[src/hw/gsm_pkg.sv]
`default_nettype none

package gsm_pkg;

	// ------------------------------------------------------------------------
	// tile geometry
	// ------------------------------------------------------------------------

	// ingress links, egress links and cycles per cell slot are all the same
	localparam int N_PORTS = 4;

	localparam int DWIDTH = 128;   // one 16 byte cell

	// ------------------------------------------------------------------------
	// header cell fields
	// ------------------------------------------------------------------------

	// packet length in cells, header cell included
	localparam int LEN_LOC = 24;
	localparam int LEN_W   = 3;    // 1 to 7 cells

	// destination field, its low N_PORTS bits are the egress multicast mask
	localparam int DEST_LOC = 32;

	// ------------------------------------------------------------------------
	// types
	// ------------------------------------------------------------------------

	typedef logic [DWIDTH-1:0] cell_t;        // one cell on the data path
	typedef logic [N_PORTS-1:0] port_mask_t;  // one bit per egress link

	// per ingress packet state kept by the malloc
	typedef enum logic [1:0] {
		ST_IDLE,     // waiting for a header cell
		ST_ACCEPT,   // cells of an accepted packet get buffer space
		ST_DROP      // rest of a refused packet is thrown away
	} malloc_state_e;

endpackage

`default_nettype wire

[src/hw/egress_queue.sv]
`timescale 1ns/10ps
`default_nettype none

module egress_queue #(
	parameter int CELLS_PER_PORT = 8,
	localparam int AW = $clog2(gsm_pkg::N_PORTS * CELLS_PER_PORT)
) (
	input  wire                     clk_320M,
	input  wire                     i_rst,
	input  wire                     i_push,        // new cell for this egress
	input  wire [AW-1:0]            i_push_addr,
	input  wire                     i_rd,          // egress link takes the head cell
	input  wire gsm_pkg::cell_t     i_rd_data,     // buffer data at o_rd_addr
	output logic                    o_valid,
	output gsm_pkg::cell_t          o_data,
	output logic                    o_rd,          // pop pulse to the buffer
	output logic [AW-1:0]           o_rd_addr
);
	import gsm_pkg::*;

	// room for every cell in the tile
	localparam int DEPTH = N_PORTS * CELLS_PER_PORT;

	logic [AW-1:0]  fifo [DEPTH];   // cell addresses in arrival order
	logic [AW-1:0]  wr_ptr;
	logic [AW-1:0]  rd_ptr;
	logic [AW:0]    count;

	// ------------------------------------------------------------------------
	// head presentation
	// ------------------------------------------------------------------------

	assign o_valid   = (count != '0);
	assign o_rd_addr = fifo[rd_ptr];          // fall through, no read latency
	assign o_data    = i_rd_data;             // cell held until popped
	assign o_rd      = i_rd && o_valid;       // a read on empty is ignored

	// ------------------------------------------------------------------------
	// address FIFO
	// ------------------------------------------------------------------------

	always_ff @(posedge clk_320M) begin
		if (i_push)
			fifo[wr_ptr] <= i_push_addr;
	end

	// depth is a power of two so the pointers wrap on their own
	always_ff @(posedge clk_320M) begin
		if (i_rst) begin
			wr_ptr <= '0;
			rd_ptr <= '0;
			count  <= '0;
		end else begin
			if (i_push)
				wr_ptr <= wr_ptr + 1'b1;
			if (o_rd)
				rd_ptr <= rd_ptr + 1'b1;
			count <= count + (AW+1)'(i_push) - (AW+1)'(o_rd);
		end
	end

	// each live cell is queued at most once per egress
	assert property (@(posedge clk_320M) disable iff (i_rst)
		i_push |-> (count != (AW+1)'(DEPTH)) || o_rd);

endmodule

`default_nettype wire

[config.mk]
export PLATFORM = sky130hd
export DESIGN_NAME = egress_queue
export DESIGN_NICKNAME = d
export VERILOG_FILES = /design/src/hw/gsm_pkg.sv /design/src/hw/egress_queue.sv
export SDC_FILE = /design/constraint.sdc
export NUM_CORES = 1
export LEC_CHECK = 0
export BUFFER_PORTS_ARGS = -buffer_cell sky130_fd_sc_hd__buf_2
export CAP_MARGIN = 40
export CORE_MARGIN = 2
export CORE_UTILIZATION = 57
export CTS_BUF_LIST = sky130_fd_sc_hd__clkbuf_8
export DETAILED_ROUTE_END_ITERATION = 16
export PLACE_DENSITY = 0.88
export SLEW_MARGIN = 20
export SYNTH_ARGS = -nofsm -noshare
export SYNTH_HDL_FRONTEND = slang
export SYNTH_SLANG_ARGS = --single-unit
[constraint.sdc]
create_clock -name clk_320M -period 5.29 [get_ports clk_320M]
set_input_delay 0.2645 -clock clk_320M [delete_from_list [all_inputs] [get_ports clk_320M]]
set_output_delay 0.2645 -clock clk_320M [all_outputs]
set_load 0.02 [all_outputs]
==> results.cfg <==
[drt]
drcViolationCount = 0
ant_nets = 0
avgViaCountPerCell = 6.36
drtIter0Drc = 604
routed_wirelength_mm = 21.2
vias = 4295
wl_per_cell_um = 31.4
drt-pass1-iter-count = 5

[floorplan]
core_um2 = 14400
ios = 272
start_util_pct = 57.9
die_y_um = 125
die_w_um = 125
num_rows = 44
die_area_um2 = 15600

[synth]
synth-seq-cells = 181
synth_area_per_cell_um2 = 14.2
yosysSeqAreaShare_pct = 62.5
synth_top_area_share_pct = 57.5
synth_edf_count = 160
ys_warn_count = 0
synthDistinctLibCells = 47
synth_area_leaders = edfxtp_1, buf_4, dfxtp_1, mux2i_1, mux4_2
synth_top_flop_cell = edfxtp_1
syn_area_um2 = 8360
yosysTopAreaCell = edfxtp_1
synth_cells = 587
synthArstFlopShare_pct = 0
syn_nets = 737

[final_layout]
n_antenna_cell = 0
drive_gt1_share_pct = 14.5
post-route-util_pct = 55.6
multiInputGateArea_um2 = 1990
num-nets-final = 628
layout_common_cells = edfxtp_1, mux2i_1, nor2_1, nand2_1, nand3_1
mostFrequentLayoutCell = edfxtp_1
synthToLayoutAreaGrowth_pct = -3.97
nFillCells = 1076
seq_area_um2 = 5230

[hold_path]
hold_end = rd_ptr[1]
min_from = i_rd
holdPathStages = 3
hold_path.class = input port to register

[clocking]
cts_buffer_depth = 2
cts_setup_buffers = 0
cts.sinks = 181
cts_tree = built
numCtsBuffers = 17
cts-hold-fix-buffers = 0
cts_root_buf = clkbuf_8
clk_pin_slew_ns = 0.09
clock_latency_ns = 0.46
htree_levels = 4
cts_resized = 0

[critical_path]
r2r-start = count[3]
r2r-end = count[4]
slowest_delay_ns = 0.70
worstPathArrival_ns = 2.74
critPathKind = register to primary output
worstSetupEndpointType = primary output
ff2ff_setup_slack_ns = 2.88
critPathSlowestCell = buf_4
cp-start-kind = register
critPathMaxFanout = 50
critPathRequiredTime_ns = 5.03
crit_chain = buf_4 > mux4_1 > a221oi_1 > nand3_1 > buf_2
ff2ff_path_depth = 12

[flow_run]
max_cap_violations = 0

[sta]
setup_viol = 0
fmax_mhz = 333
worst_pin_slew_ns = 0.828
timing_hold_violations_final = 0
timing.final.max_slew_violations = 0
slew_headroom_pct = 44.8
timing.final.crit_share_pct = 56.8
finalCriticalPeriod_ns = 3.00
clock_skew_ns = 0.0114
tns_ns = 0
rsz0062_at_grt = false

[global_route]
grt_pass1_vias = 4268
grt_max_degree = 51
antenna_found_initial = 0
overflow = 0
grt_pass1_wl_mm = 30.2
track_usage_pct = 27.1

[power]
total_power_w = 0.00309
peakVddDrop_uv = 324
p_leak_nw = 2.58
powerDensity_nw_per_um2 = 385

[outcome]
outcome = completed

[placed_design]
port_buffers = 15
place.gp.congestion = 0.858
hpwlAfterDp_mm = 16.4
stage by stage:
| stage | cell area (um2) | hold slack, ns | setup WS [ns] | std cells |
|---|---|---|---|---|
| 2_1_floorplan | 8360 | 0.363 | 2.89 | 587 |
| 3_3_place_gp | 7590 | 0.487 | 2.87 | 639 |
| 3_5_place_dp | 7600 | 0.496 | 2.80 | 640 |
| 4_1_cts | 8010 | 0.132 | 2.30 | 672 |
| 5_1_grt | 8030 | 0.169 | 2.16 | 675 |
| 6_report | 8030 | 0.161 | 2.29 | 675 |
worst max-delay path: cells and delay by family, from the launching register on:
kind	cells	cell delay, ns
multiplexers	1	0.41
AND/OR/NAND/NOR	1	0.15
buffers and inverters	2	0.88
flip-flops	1	0.50
AO/OA/AOI/OAI	1	0.31
flip-flops by register name (all words and copies together), names as in the netlist, named ones only:
| register | count |
|---|---|
| wr_ptr | 5 |
| count | 6 |
| rd_ptr | 5 |
| fifo | 160 |
Yosys cell counts, types with 4 or more instances:
library cell,instances
edfxtp_1,160
a22oi_1,10
nand2_1,22
nand3_1,22
nor2_1,36
ha_1,12
dfxtp_1,21
inv_1,12
a22o_1,5
buf_2,5
clkbuf_1,10
mux4_2,12
xor2_1,6
nand2b_1,4
buf_4,128
mux2i_1,41
mux4_1,8
nor3_1,14
a21oi_1,16
how the worst max path moves through the flow:
stage | start | to | slack, ns
2_1_floorplan | count[2] | count[4] | 2.89
4_1_cts | register | o_rd_addr[1] | 2.30
3_3_place_gp | register | o_rd_addr[4] | 2.87
3_5_place_dp | register | o_rd_addr[4] | 2.80
6_report | register | o_rd_addr[4] | 2.29
5_1_grt | register | o_rd_addr[4] | 2.16
power breakdown:
part           internal, W  switching [W]  total, W  leakage, nW
Clock             0.000469       0.000496  0.000965        0.196
Combinational     0.000203       0.000301  0.000504        0.771
Sequential         0.00159      0.0000279   0.00162         1.61
Total              0.00226       0.000824   0.00309         2.58
per-layer routing:
metal	global-route usage, %	vias up	wire, um
met1	24.5	2045	5690
met2	42.9	401	10200
met4	6.93	2	343
met3	25.7	34	4880
met5	6.50	-	63
li1	-	1813	-
area by class of cell:
class | instances | share of cell area (%)
clock buffer | 17 | 2.92
sequential | 181 | 65.1
clock inverter | 15 | 2.21
multi-input combinational | 243 | 24.9
timing repair buffer | 21 | 1.37
inverter | 14 | 0.655
tap | 184 | 2.87
kinds of logic after synthesis:
logic type                 synth area share (%)
and+or+nand+nor                            6.62
adders and majority gates                  2.04
muxes                                      10.7
xor gates and xnor gates                  0.943
AOI/OAI and AO/OA                          3.61
DFF                                        62.5
buffers and inverters                      13.6
No activity file was read; power rests on OpenSTA's default activity.
