===== config.mk =====
export PLATFORM = sky130hd
export DESIGN_NAME = hw_malloc
export DESIGN_NICKNAME = d
export VERILOG_FILES = /design/src/hw/gsm_pkg.sv /design/src/hw/hw_malloc.sv
export SDC_FILE = /design/constraint.sdc
export NUM_CORES = 1
export LEC_CHECK = 0
export BUFFER_PORTS_ARGS = -buffer_cell sky130_fd_sc_hd__buf_2
export CAP_MARGIN = 20
export CORE_MARGIN = 2
export CORE_UTILIZATION = 35
export CTS_CLUSTER_DIAMETER = 200
export DETAILED_ROUTE_END_ITERATION = 7
export HOLD_SLACK_MARGIN = 0.06
export MAX_ROUTING_LAYER = met4
export PLACE_DENSITY_LB_ADDON = 0.15
export RECOVER_POWER = 100
export SLEW_MARGIN = 20
export SYNTH_ARGS = -nofsm -noshare
export SYNTH_HDL_FRONTEND = slang
export SYNTH_SLANG_ARGS = --single-unit

===== constraint.sdc =====
create_clock -name clk_320M -period 4.27 [get_ports clk_320M]
set_clock_uncertainty 0.05 [all_clocks]
set_input_delay 0.427 -clock clk_320M [delete_from_list [all_inputs] [get_ports clk_320M]]
set_output_delay 0.427 -clock clk_320M [all_outputs]
set_load 0.02 [all_outputs]

===== src/hw/gsm_pkg.sv =====
`default_nettype none

package gsm_pkg;

	// ------------------------------------------------------------------------
	// tile geometry
	// ------------------------------------------------------------------------

	// ingress links, egress links and cycles per cell slot are all the same
	localparam int N_PORTS = 4;

	localparam int DWIDTH = 128;   // one 16 byte cell

	// ------------------------------------------------------------------------
	// header cell fields
	// ------------------------------------------------------------------------

	// packet length in cells, header cell included
	localparam int LEN_LOC = 24;
	localparam int LEN_W   = 3;    // 1 to 7 cells

	// destination field, its low N_PORTS bits are the egress multicast mask
	localparam int DEST_LOC = 32;

	// ------------------------------------------------------------------------
	// types
	// ------------------------------------------------------------------------

	typedef logic [DWIDTH-1:0] cell_t;        // one cell on the data path
	typedef logic [N_PORTS-1:0] port_mask_t;  // one bit per egress link

	// per ingress packet state kept by the malloc
	typedef enum logic [1:0] {
		ST_IDLE,     // waiting for a header cell
		ST_ACCEPT,   // cells of an accepted packet get buffer space
		ST_DROP      // rest of a refused packet is thrown away
	} malloc_state_e;

endpackage

`default_nettype wire


===== src/hw/hw_malloc.sv =====
`timescale 1ns/10ps
`default_nettype none

module hw_malloc #(
	parameter int CELLS_PER_PORT = 8,
	parameter int PORT_IDX       = 0,   // selects this link's address block
	localparam int AW = $clog2(gsm_pkg::N_PORTS * CELLS_PER_PORT)
) (
	input  wire                         clk_320M,
	input  wire                         i_rst,
	input  wire                         i_slot,       // slot strobe
	input  wire                         i_valid,
	input  wire                         i_header,
	input  wire [gsm_pkg::LEN_W-1:0]    i_pkt_len,    // only meaningful on a header
	input  wire gsm_pkg::port_mask_t    i_dest_mask,
	input  wire [CELLS_PER_PORT-1:0]    i_free,       // cells released by the buffer
	output logic                        o_wr,
	output logic [AW-1:0]               o_addr,
	output gsm_pkg::port_mask_t         o_mask
);
	import gsm_pkg::*;

	localparam int LW = $clog2(CELLS_PER_PORT);       // local cell index
	localparam int FW = $clog2(CELLS_PER_PORT + 1);   // free count
	localparam logic [AW-1:0] BASE = AW'(PORT_IDX * CELLS_PER_PORT);

	logic [CELLS_PER_PORT-1:0]  free_map;    // 1 = cell available
	logic [FW-1:0]              free_cnt;
	logic [LW-1:0]              low_idx;     // lowest free cell
	logic                       hdr_ok;      // header passes admission
	logic                       alloc;
	logic [CELLS_PER_PORT-1:0]  alloc_vec;
	logic [LEN_W-1:0]           rem;         // cells still to come after this one
	malloc_state_e              state;

	// ------------------------------------------------------------------------
	// free bitmap
	// ------------------------------------------------------------------------

	always_comb begin
		low_idx = '0;
		for (int i = CELLS_PER_PORT - 1; i >= 0; i--)
			if (free_map[i])
				low_idx = LW'(i);   // last hit wins, so lowest index
	end

	assign free_cnt  = FW'($countones(free_map));
	assign hdr_ok    = (i_pkt_len != '0) && (free_cnt >= FW'(i_pkt_len)) && (|i_dest_mask);
	assign alloc     = i_slot && i_valid &&
		((state == ST_IDLE && i_header && hdr_ok) || state == ST_ACCEPT);
	assign alloc_vec = alloc ? (CELLS_PER_PORT'(1) << low_idx) : '0;

	// frees arrive any cycle, allocation only on the slot edge
	always_ff @(posedge clk_320M) begin
		if (i_rst) begin
			free_map <= '1;
		end else begin
			free_map <= (free_map | i_free) & ~alloc_vec;
		end
	end

	// ------------------------------------------------------------------------
	// packet FSM
	// ------------------------------------------------------------------------

	always_ff @(posedge clk_320M) begin
		if (i_rst) begin
			state <= ST_IDLE;
			rem   <= '0;
			o_wr  <= 1'b0;
		end else if (i_slot) begin
			o_wr <= alloc;   // request held for the whole slot
			if (i_valid) begin
				case (state)
					ST_IDLE: begin
						if (i_header) begin
							rem <= i_pkt_len - 1'b1;
							if (i_pkt_len > LEN_W'(1))   // single cell packets finish here
								state <= hdr_ok ? ST_ACCEPT : ST_DROP;
						end
					end
					ST_ACCEPT, ST_DROP: begin
						rem <= rem - 1'b1;
						if (rem == LEN_W'(1))
							state <= ST_IDLE;
					end
					default: state <= ST_IDLE;
				endcase
			end
		end
	end

	// address and mask of the request
	always_ff @(posedge clk_320M) begin
		if (alloc)
			o_addr <= BASE + AW'(low_idx);
		if (i_slot && i_valid && i_header && state == ST_IDLE)
			o_mask <= i_dest_mask;   // kept for the body cells
	end

	// space is reserved at the header so an accepted packet always finds a cell
	assert property (@(posedge clk_320M) disable iff (i_rst) alloc |-> |free_map);

	assert property (@(posedge clk_320M) disable iff (i_rst)
		(i_slot && i_valid && state == ST_IDLE) |-> i_header);

endmodule

`default_nettype wire


==> results of run 1 <==
-- metal layers --
layer	GRT usage, %	wire, um	vias to the layer above
met5	-	0	-
met4	3.91	8	0
met3	2.40	207	2
met2	20.7	1200	33
met1	20.3	1400	490
li1	-	-	545
-- registers in the layout, summed over array words and instances (netlist names) --
name	count
free_map	8
o_mask	4
o_addr	3
rem	3
state	2
o_wr	1
-- how the worst min path moves through the flow --
stage	from	to	slack [ns]	depth (start not counted)
after global routing	i_dest_mask[1]	o_mask[1]	0.30	1
after global placement	state[1]	state[1]	0.40	2
after detailed placement	state[1]	state[1]	0.41	2
after floorplan	state[1]	state[1]	0.39	2
after CTS	i_dest_mask[3]	o_mask[3]	0.31	1
final	i_dest_mask[3]	o_mask[3]	0.31	1
-- power by group through the flow --
stage | clock [mW] | sequential (mW) | combinational [mW]
after global placement | 0 | 0.220 | 0.0689
after global routing | 0.142 | 0.216 | 0.0776
after CTS | 0.130 | 0.215 | 0.0707
after detailed placement | 0 | 0.220 | 0.0701
after floorplan | 0 | 0.223 | 0.0433
final | 0.128 | 0.216 | 0.0690
-- logic make-up (layout without fill, tap and decap cells) --
group | Yosys count | after routing
DFF | 21 | 21
muxes | 3 | 3
buffers and inverters | 26 | 55
and+or+nand+nor | 34 | 34
adders and majority gates | 17 | 17
other | 1 | 2
AOI/OAI and AO/OA | 36 | 36
xor gates and xnor gates | 2 | 2
-- placed cells by master, fill, tap and decap left out, types with 3 or more instances in the layout --
cell type / count
buf_2: 17
dfxtp_1: 13
mux2i_1: 3
inv_1: 22
clkbuf_8: 3
ha_1: 13
nand2_1: 3
nor2_1: 9
edfxtp_1: 7
a31oi_1: 11
clkbuf_1: 11
a21o_1: 3
nand3_1: 3
fa_1: 3
a21oi_1: 6
o21ai_0: 4
nor3_1: 9
-- through the flow --
step / instances / setup slack, ns / hold slack [ns] / total power, mW
2_1_floorplan: 141 / 0.407 / 0.391 / 0.267
6_report: 218 / 0.195 / 0.310 / 0.413
5_1_grt: 218 / 0.0187 / 0.297 / 0.436
3_3_place_gp: 214 / 0.190 / 0.402 / 0.289
3_5_place_dp: 214 / 0.162 / 0.412 / 0.290
4_1_cts: 218 / 0.128 / 0.308 / 0.416
-- critical path: stages, from the launching register on --
cell and delay [ns]:
dfxtp_2 0.36, inv_1 0.08, fa_1 0.56, fa_1 0.43, fa_1 0.49, inv_1 0.04
ha_1 0.20, fa_2 0.34, xor2_1 0.15, ha_1 0.26, o21ai_0 0.07, a21o_1 0.20
and3_4 0.19, a2111oi_4 0.38, a31oi_1 0.15
-- area by class of cell --
cell class	instances	area, sq um	share of cell area (%)
Multi-Input combinational cell	94	746	47.8
Sequential cell	21	492	31.5
Timing Repair Buffer	28	130	8.35
Inverter	23	86.3	5.54
Tap cell	48	60.1	3.85
Clock buffer	4	45.0	2.89
-- repair_timing --
| item | in CTS | in global routing |
|---|---|---|
| gates resized for setup | 0 | 3 |
| endpoints found under the setup margin | 0 | 4 |
| hold buffers | 0 | 0 |
==> results.py, run 1 <==
metrics = {
    "run_status": {
        "outcome": "finished, final reports clean",
    },
    "timing": {
        "clock.fmax_mhz": 245,
        "rsz0062_at_grt": "no",
        "tns_ns": 0,
        "worstMarginPinSlew_ns": 0.500,
        "setup_viol": 0,
        "max_slew_margin_pct": 66.5,
        "finalHoldViolCount": 0,
        "drv_slew": 0,
        "period_minus_slack_ns": 4.07,
        "fin_crit_sh_pct": 95.4,
    },
    "power": {
        "seq_power_share_pct": 52.2,
        "leakage_nw": 0.691,
        "swShare_pct": 25.8,
        "p_sw_mw": 0.106,
        "vdd_drop_max_mv": 0.142,
        "pwr-share-comb_pct": 16.7,
        "p_per_area_nw_per_um2": 265,
        "clkPwrFrac_pct": 31.1,
        "p_int_mw": 0.307,
    },
    "synthesis": {
        "yosys-top-cells-count": "inv_1 (22), dfxtp_1 (14), ha_1 (13)",
        "synthFlopType": "dfxtp_1",
        "syn_avg_cell_area_sq_um": 9.51,
        "yosys.area_share.simple_pct": 13.1,
        "ys_seq_area_share_pct": 36.8,
        "syn-cell-area_sq_um": 1330,
        "synthArstFlopShare_pct": 0,
        "synthAdderAreaFrac_pct": 18.2,
        "yosysTopAreaCell": "dfxtp_1",
        "synth_seq_cells": 21,
        "synth_top_family_by_area": "compound AO/OA/AOI/OAI gates",
        "syn_inst": 140,
        "synth_edf_count": 7,
        "synth-xor-area-share_pct": 1.32,
        "yosys-top-cells-area": "dfxtp_1 (21%), edfxtp_1 (16%), ha_1 (12%), inv_1 (6.2%), fa_1 (6.0%)",
        "netlist-cell-type-count": 40,
        "yosysMostFrequentCell": "inv_1",
        "synth_compound_area_share_pct": 20.1,
        "yosys-mux-area-fraction_pct": 2.26,
        "synth_top_area_share_pct": 21.1,
        "synth_warnings": 0,
    },
    "global_route": {
        "grt_max_degree": 14,
        "grt_overflow": 0,
        "grt_pass1_wl_mm": 4.65,
        "track_usage_pct": 14.2,
        "grt_pass1_vias": 1021,
        "antenna_found_initial": 0,
    },
    "drt": {
        "drtPass1Iterations": 4,
        "wl_per_cell_um": 12.9,
        "viasPerCell": 4.91,
        "drtIter0Drc": 36,
        "remaining_drc_errors": 0,
        "vias": 1070,
        "wl_mm": 2.81,
        "ant_nets": 0,
    },
    "clocking": {
        "clk-insertion-delay-late_ns": 0.25,
        "clockBufferDepth": 2,
        "clkSlewWorstSetupHoldPaths_ns": 0.08,
        "cts_tree": "built",
        "clkSinkCount": 21,
        "cts_max_level": 1,
        "cts_buffers": 3,
        "cts-root-buf": "clkbuf_8",
        "post_cts_buffers": 0,
    },
    "final_layout": {
        "drive_above_1_share_pct": 18.2,
        "area_growth_pct": 17.1,
        "fin_area_sq_um": 1560,
        "design.final.nets": 208,
        "final_util_pct": 42.6,
        "n_fill_cell": 385,
        "antennaDiodeCount": 0,
    },
    "die": {
        "rows": 22,
        "io-pin-count": 30,
        "dieArea_sq_um": 4310,
        "initial_core_util_pct": 36.4,
        "die_y_um": 65.7,
        "die_x_um": 65.7,
        "fp.coreArea_sq_um": 3660,
    },
    "worst_setup_path": {
        "arrival_ns": 4.15,
        "r2r-end": "free_map[0]",
        "critPathCapture": "free_map[0]",
        "required_ns": 4.35,
        "critPathKind": "flop to flop",
        "rr_worst_depth": 14,
        "crit_path_max_fanout": 5,
        "r2r-start": "free_map[0]",
        "r2r_slack_ns": 0.20,
        "critPathLaunchType": "flop",
        "end_kind": "flop",
        "critical_path.startpoint": "free_map[0]",
    },
    "placed_design": {
        "gp_congestion": 0.869,
        "io_buffer_count": 27,
        "dp_hpwl_mm": 2.35,
        "postPlaceCellArea_sq_um": 1520,
    },
    "worst_hold_path": {
        "hp-class": "primary input to flop",
    },
    "run": {
        "cap_violations": 0,
    },
}
Note: power is estimated with default switching activity, not from simulation.
==> run 2, diff against run 1 <==
--- a/config.mk
+++ b/config.mk
@@ -9,3 +9,3 @@
 export CAP_MARGIN = 20
-export CORE_MARGIN = 2
+export CORE_MARGIN = 5
 export CORE_UTILIZATION = 35
--- a/constraint.sdc
+++ b/constraint.sdc
@@ -4,2 +4,2 @@
 set_output_delay 0.427 -clock clk_320M [all_outputs]
-set_load 0.02 [all_outputs]
+set_load 0.05 [all_outputs]
==> results.py, run 2 (synthesis results as in run 1) <==
metrics = {
    "final_layout": {
        "instances_no_fill": 218,
        "fin_area_sq_um": 1570,
        "final_common_cell": "inv_1",
        "max_flop_register": "free_map",
        "drive_above_1_share_pct": 20.6,
        "mostFrequentLayoutCells": "inv_1 (21), buf_2 (18), ha_1 (12)",
        "design.final.nets": 208,
        "area_growth_pct": 17.7,
        "reg_top3": "free_map (8), o_mask (4)",
        "largest_reg_flops": 8,
        "antennaDiodeCount": 0,
        "n_fill_cell": 356,
        "final_util_pct": 42.8,
    },
    "placed_design": {
        "dp.cells": 213,
        "postPlaceCellArea_sq_um": 1510,
        "dp_hpwl_mm": 2.42,
        "io_buffer_count": 27,
        "gp_congestion": 0.800,
        "dp_worst_setup_slack_ns": 0.123,
    },
    "worst_setup_path": {
        "cp_slowest_cell": "fa_1",
        "crit_top_cell": "fa_1",
        "r2r-start": "free_map[3]",
        "rr_worst_depth": 14,
        "r2r_slack_ns": 0.22,
        "worst-path-stages": 14,
        "r2r-end": "free_map[1]",
        "cpLargestDelayFamily": "adder cells",
        "critPathLaunchType": "flop",
        "critPathKind": "flop to flop",
        "critical_path.startpoint": "free_map[3]",
        "critPathCapture": "free_map[1]",
        "end_kind": "flop",
        "arrival_ns": 4.12,
        "required_ns": 4.35,
        "crit_buf_inv": 2,
        "crit_path_max_fanout": 4,
        "max_stage_delay_ns": 0.58,
        "crit_chain": "inv_2 > fa_1 > fa_1 > fa_1 > inv_1 > ha_2 > fa_2 > xor2_1 > ha_1 > o21ai_0 > a21o_1 > and3_4 > a2111oi_4 > a31oi_1",
    },
    "die": {
        "die_y_um": 71.7,
        "rows": 22,
        "initial_core_util_pct": 36.4,
        "die_x_um": 71.7,
        "fp.coreArea_sq_um": 3660,
        "io-pin-count": 30,
        "dieArea_sq_um": 5140,
    },
    "global_route": {
        "grt_overflow": 0,
        "grt_max_degree": 14,
        "track_usage_pct": 12.3,
        "grt_pass1_wl_mm": 4.95,
        "grt_pass1_vias": 1112,
        "antenna_found_initial": 0,
    },
    "power": {
        "swShare_pct": 27.5,
        "p_sw_mw": 0.116,
        "pwr-share-comb_pct": 18.6,
        "p_per_area_nw_per_um2": 269,
        "seq_power_share_pct": 50.8,
        "total_power_mw": 0.422,
        "p_int_mw": 0.306,
        "clkPwrFrac_pct": 30.5,
        "vdd_drop_max_mv": 0.0888,
        "leakage_nw": 0.690,
    },
    "clocking": {
        "cts_tree": "built",
        "cts-hold-fix-buffers": 0,
        "cts_max_level": 1,
        "cts_buffers": 3,
        "clkSlewWorstSetupHoldPaths_ns": 0.08,
        "clockBufferDepth": 2,
        "clk-insertion-delay-late_ns": 0.26,
        "cts-root-buf": "clkbuf_8",
        "clkSinkCount": 21,
    },
    "drt": {
        "viasPerCell": 5.07,
        "vias": 1106,
        "remaining_drc_errors": 0,
        "wl_per_cell_um": 13.7,
        "ant_nets": 0,
        "wl_mm": 2.99,
        "drtPass1Iterations": 4,
        "drtIter0Drc": 51,
    },
    "timing": {
        "final.setup.worst_slack_ns": 0.225,
        "drv_slew": 0,
        "whs_ns": 0.313,
        "worstMarginPinSlew_ns": 0.602,
        "period_minus_slack_ns": 4.05,
        "finalHoldViolCount": 0,
        "fin_crit_sh_pct": 94.7,
        "rsz0062_at_grt": "no",
        "setup_viol": 0,
        "max_slew_margin_pct": 60.0,
        "tns_ns": 0,
        "clock.fmax_mhz": 247,
    },
    "worst_hold_path": {
        "hp-class": "primary input to flop",
    },
    "run": {
        "cap_violations": 0,
    },
    "run_status": {
        "outcome": "finished, final reports clean",
    },
}
## run 2: cell types whose count changed in the layout (fill, tap and decap cells not counted)
| cell | before | now |
|---|---|---|
| a21oi_2 | 1 | 0 |
| buf_2 | 17 | 18 |
| inv_1 | 22 | 21 |
| ha_2 | 0 | 1 |
| dfxtp_1 | 13 | 11 |
| ha_1 | 13 | 12 |
| inv_2 | 1 | 2 |
| a21oi_1 | 6 | 7 |
| clkbuf_1 | 11 | 10 |
| dfxtp_4 | 0 | 2 |
## run 2: area by class of cell
type | count | area, sq um | area share [%]
inverters | 23 | 86.3 | 5.51
well taps | 48 | 60.1 | 3.83
multi-input cells | 94 | 744 | 47.5
clock buffers | 4 | 45.0 | 2.88
repair buffers | 28 | 131 | 8.39
flip-flops and latches | 21 | 499 | 31.9
## run 2: routing by layer
| metal | global-route usage [%] | routed length (um) | up-vias |
|---|---|---|---|
| met3 | 2.66 | 205 | 4 |
| met5 | - | 0 | - |
| met1 | 16.5 | 1450 | 515 |
| met4 | 5.01 | 36 | 0 |
| li1 | - | - | 548 |
| met2 | 17.8 | 1300 | 39 |
## run 2: what timing repair did
| item | 4_1_cts | 5_1_grt |
|---|---|---|
| setup buffers | 0 | 1 |
| resized for setup | 0 | 9 |
| endpoints found under the setup margin | 0 | 12 |
## run 2: how the worst min path moves through the flow
stage              startpoint   endpoint  slack [ns]  cells after the start
4_1_cts        i_dest_mask[1]  o_mask[1]        0.31                      1
3_3_place_gp         state[1]   state[1]        0.40                      2
3_5_place_dp         state[1]   state[1]        0.41                      2
6_report       i_dest_mask[3]  o_mask[3]        0.31                      1
2_1_floorplan        state[1]   state[1]        0.39                      2
5_1_grt        i_dest_mask[3]  o_mask[3]        0.30                      1
## run 2: power by group through the flow
stage          sequential [mW]  combinational (mW)  clock (mW)
2_1_floorplan            0.229              0.0457           0
3_3_place_gp             0.220              0.0777           0
3_5_place_dp             0.220              0.0792           0
4_1_cts                  0.215              0.0797       0.133
5_1_grt                  0.215              0.0875       0.143
6_report                 0.214              0.0786       0.129
==> run 3, diff against run 2 <==
- CORE_MARGIN: 5 -> 4
- TNS_END_PERCENT: not set -> 50
==> results.py, run 3 (synthesis results as in run 1) <==
metrics = {
    "die": {
        "die_x_um": 69.7,
        "rows": 22,
        "die_y_um": 69.7,
        "fp.coreArea_sq_um": 3660,
        "initial_core_util_pct": 36.4,
        "dieArea_sq_um": 4850,
        "io-pin-count": 30,
    },
    "timing": {
        "period_minus_slack_ns": 4.03,
        "setup_viol": 0,
        "finalHoldViolCount": 0,
        "max_slew_margin_pct": 59.6,
        "tns_ns": 0,
        "drv_slew": 0,
        "fin_crit_sh_pct": 94.4,
        "clock.fmax_mhz": 248,
        "worstMarginPinSlew_ns": 0.608,
        "whs_ns": 0.304,
    },
    "placed_design": {
        "io_buffer_count": 27,
        "gp_congestion": 0.880,
        "dp_hpwl_mm": 2.31,
    },
    "clocking": {
        "cts-hold-fix-buffers": 0,
        "cts_max_level": 1,
        "post_cts_buffers": 0,
        "cts-root-buf": "clkbuf_8",
        "ctsResizeCount": 0,
        "clkSlewWorstSetupHoldPaths_ns": 0.08,
        "cts_tree": "built",
        "clkSinkCount": 21,
        "clk-insertion-delay-late_ns": 0.26,
        "cts_buffers": 3,
        "clockBufferDepth": 2,
    },
    "final_layout": {
        "drive_above_1_share_pct": 20.1,
        "area_growth_pct": 17.1,
        "reg_top3": "free_map (8), o_mask (4)",
        "antennaDiodeCount": 0,
        "largest_reg_flops": 8,
        "max_flop_register": "free_map",
        "final_common_cell": "inv_1",
        "design.final.nets": 207,
        "mostFrequentLayoutCells": "inv_1 (21), buf_2 (17), ha_1 (12)",
        "final_util_pct": 42.6,
    },
    "drt": {
        "wl_mm": 2.85,
        "drtIter0Drc": 28,
        "remaining_drc_errors": 0,
        "wl_per_cell_um": 13.1,
        "ant_nets": 0,
        "drtPass1Iterations": 4,
        "vias": 1104,
        "viasPerCell": 5.09,
    },
    "worst_setup_path": {
        "arrival_ns": 4.11,
        "crit_path_max_fanout": 4,
        "critPathKind": "flop to flop",
        "required_ns": 4.35,
        "critPathLaunchType": "flop",
        "end_kind": "flop",
        "r2r-start": "free_map[3]",
        "critical_path.startpoint": "free_map[3]",
    },
    "global_route": {
        "grt_pass1_wl_mm": 5.02,
        "antenna_found_initial": 0,
        "grt_max_degree": 14,
        "grt_overflow": 0,
        "grt_pass1_vias": 1057,
        "track_usage_pct": 13.1,
    },
    "run_status": {
        "outcome": "finished, final reports clean",
    },
    "power": {
        "p_per_area_nw_per_um2": 272,
        "leakage_nw": 0.685,
        "vdd_drop_max_mv": 0.0939,
    },
    "worst_hold_path": {
        "hp-class": "primary input to flop",
        "min_from": "i_dest_mask[0]",
    },
    "run": {
        "cap_violations": 0,
    },
}
==> run 3: changes by cell type in the layout (fill, tap and decap cells not counted), sizes merged <==
cell / change
buf: -2
clkinv: +1
==> run 3: worst paths after layout <==
path | endpoint | slack, ns | cells after the start
hold reg to reg | state[1] | 0.42 | 2
hold / removal | o_mask[0] | 0.30 | 1
setup / recovery | free_map[1] | 0.24 | 14
setup reg to reg | free_map[1] | 0.24 | 14
==> run 3: power breakdown <==
group          internal, mW  switching [mW]  total [mW]
clock                0.0650          0.0668       0.132
sequential            0.211         0.00324       0.215
combinational        0.0279          0.0496      0.0775
total                 0.304           0.120       0.424
==> run 3: cell type report <==
type                            instances  area (sq um)
Fill cell                             366          2100
Inverter                               23          86.3
Clock inverter                          1          5.00
Timing Repair Buffer                   27           123
Clock buffer                            3          41.3
Multi-Input combinational cell         94           744
Sequential cell                        21           499
Tap cell                               48          60.1
==> run 3: through the flow <==
step	setup WS (ns)	total power, mW	instances	cell area [sq um]
2_1_floorplan	0.407	0.275	141	1340
3_3_place_gp	0.231	0.297	213	1510
3_5_place_dp	0.185	0.298	213	1510
4_1_cts	0.160	0.430	217	1560
5_1_grt	-0.00608	0.449	217	1560
6_report	0.239	0.424	217	1560
==> run 3: worst max-delay path: stages (launching register included) <==
cell,delay (ns)
dfxtp_2,0.34
inv_1,0.07
fa_1,0.56
fa_1,0.44
fa_1,0.51
inv_1,0.04
ha_2,0.18
fa_2,0.34
xor2_1,0.15
ha_1,0.27
o21ai_0,0.07
a21o_1,0.19
and3_4,0.19
a2111oi_4,0.36
a31oi_1,0.16
==> run 3: per-layer routing <==
layer  vias up  routed length [um]  GRT usage (%)
met5         -                   0              -
met4         0                  45           4.47
met3         4                 208           2.32
met2        46                1150           18.2
met1       504                1440           18.9
li1        550                   -              -
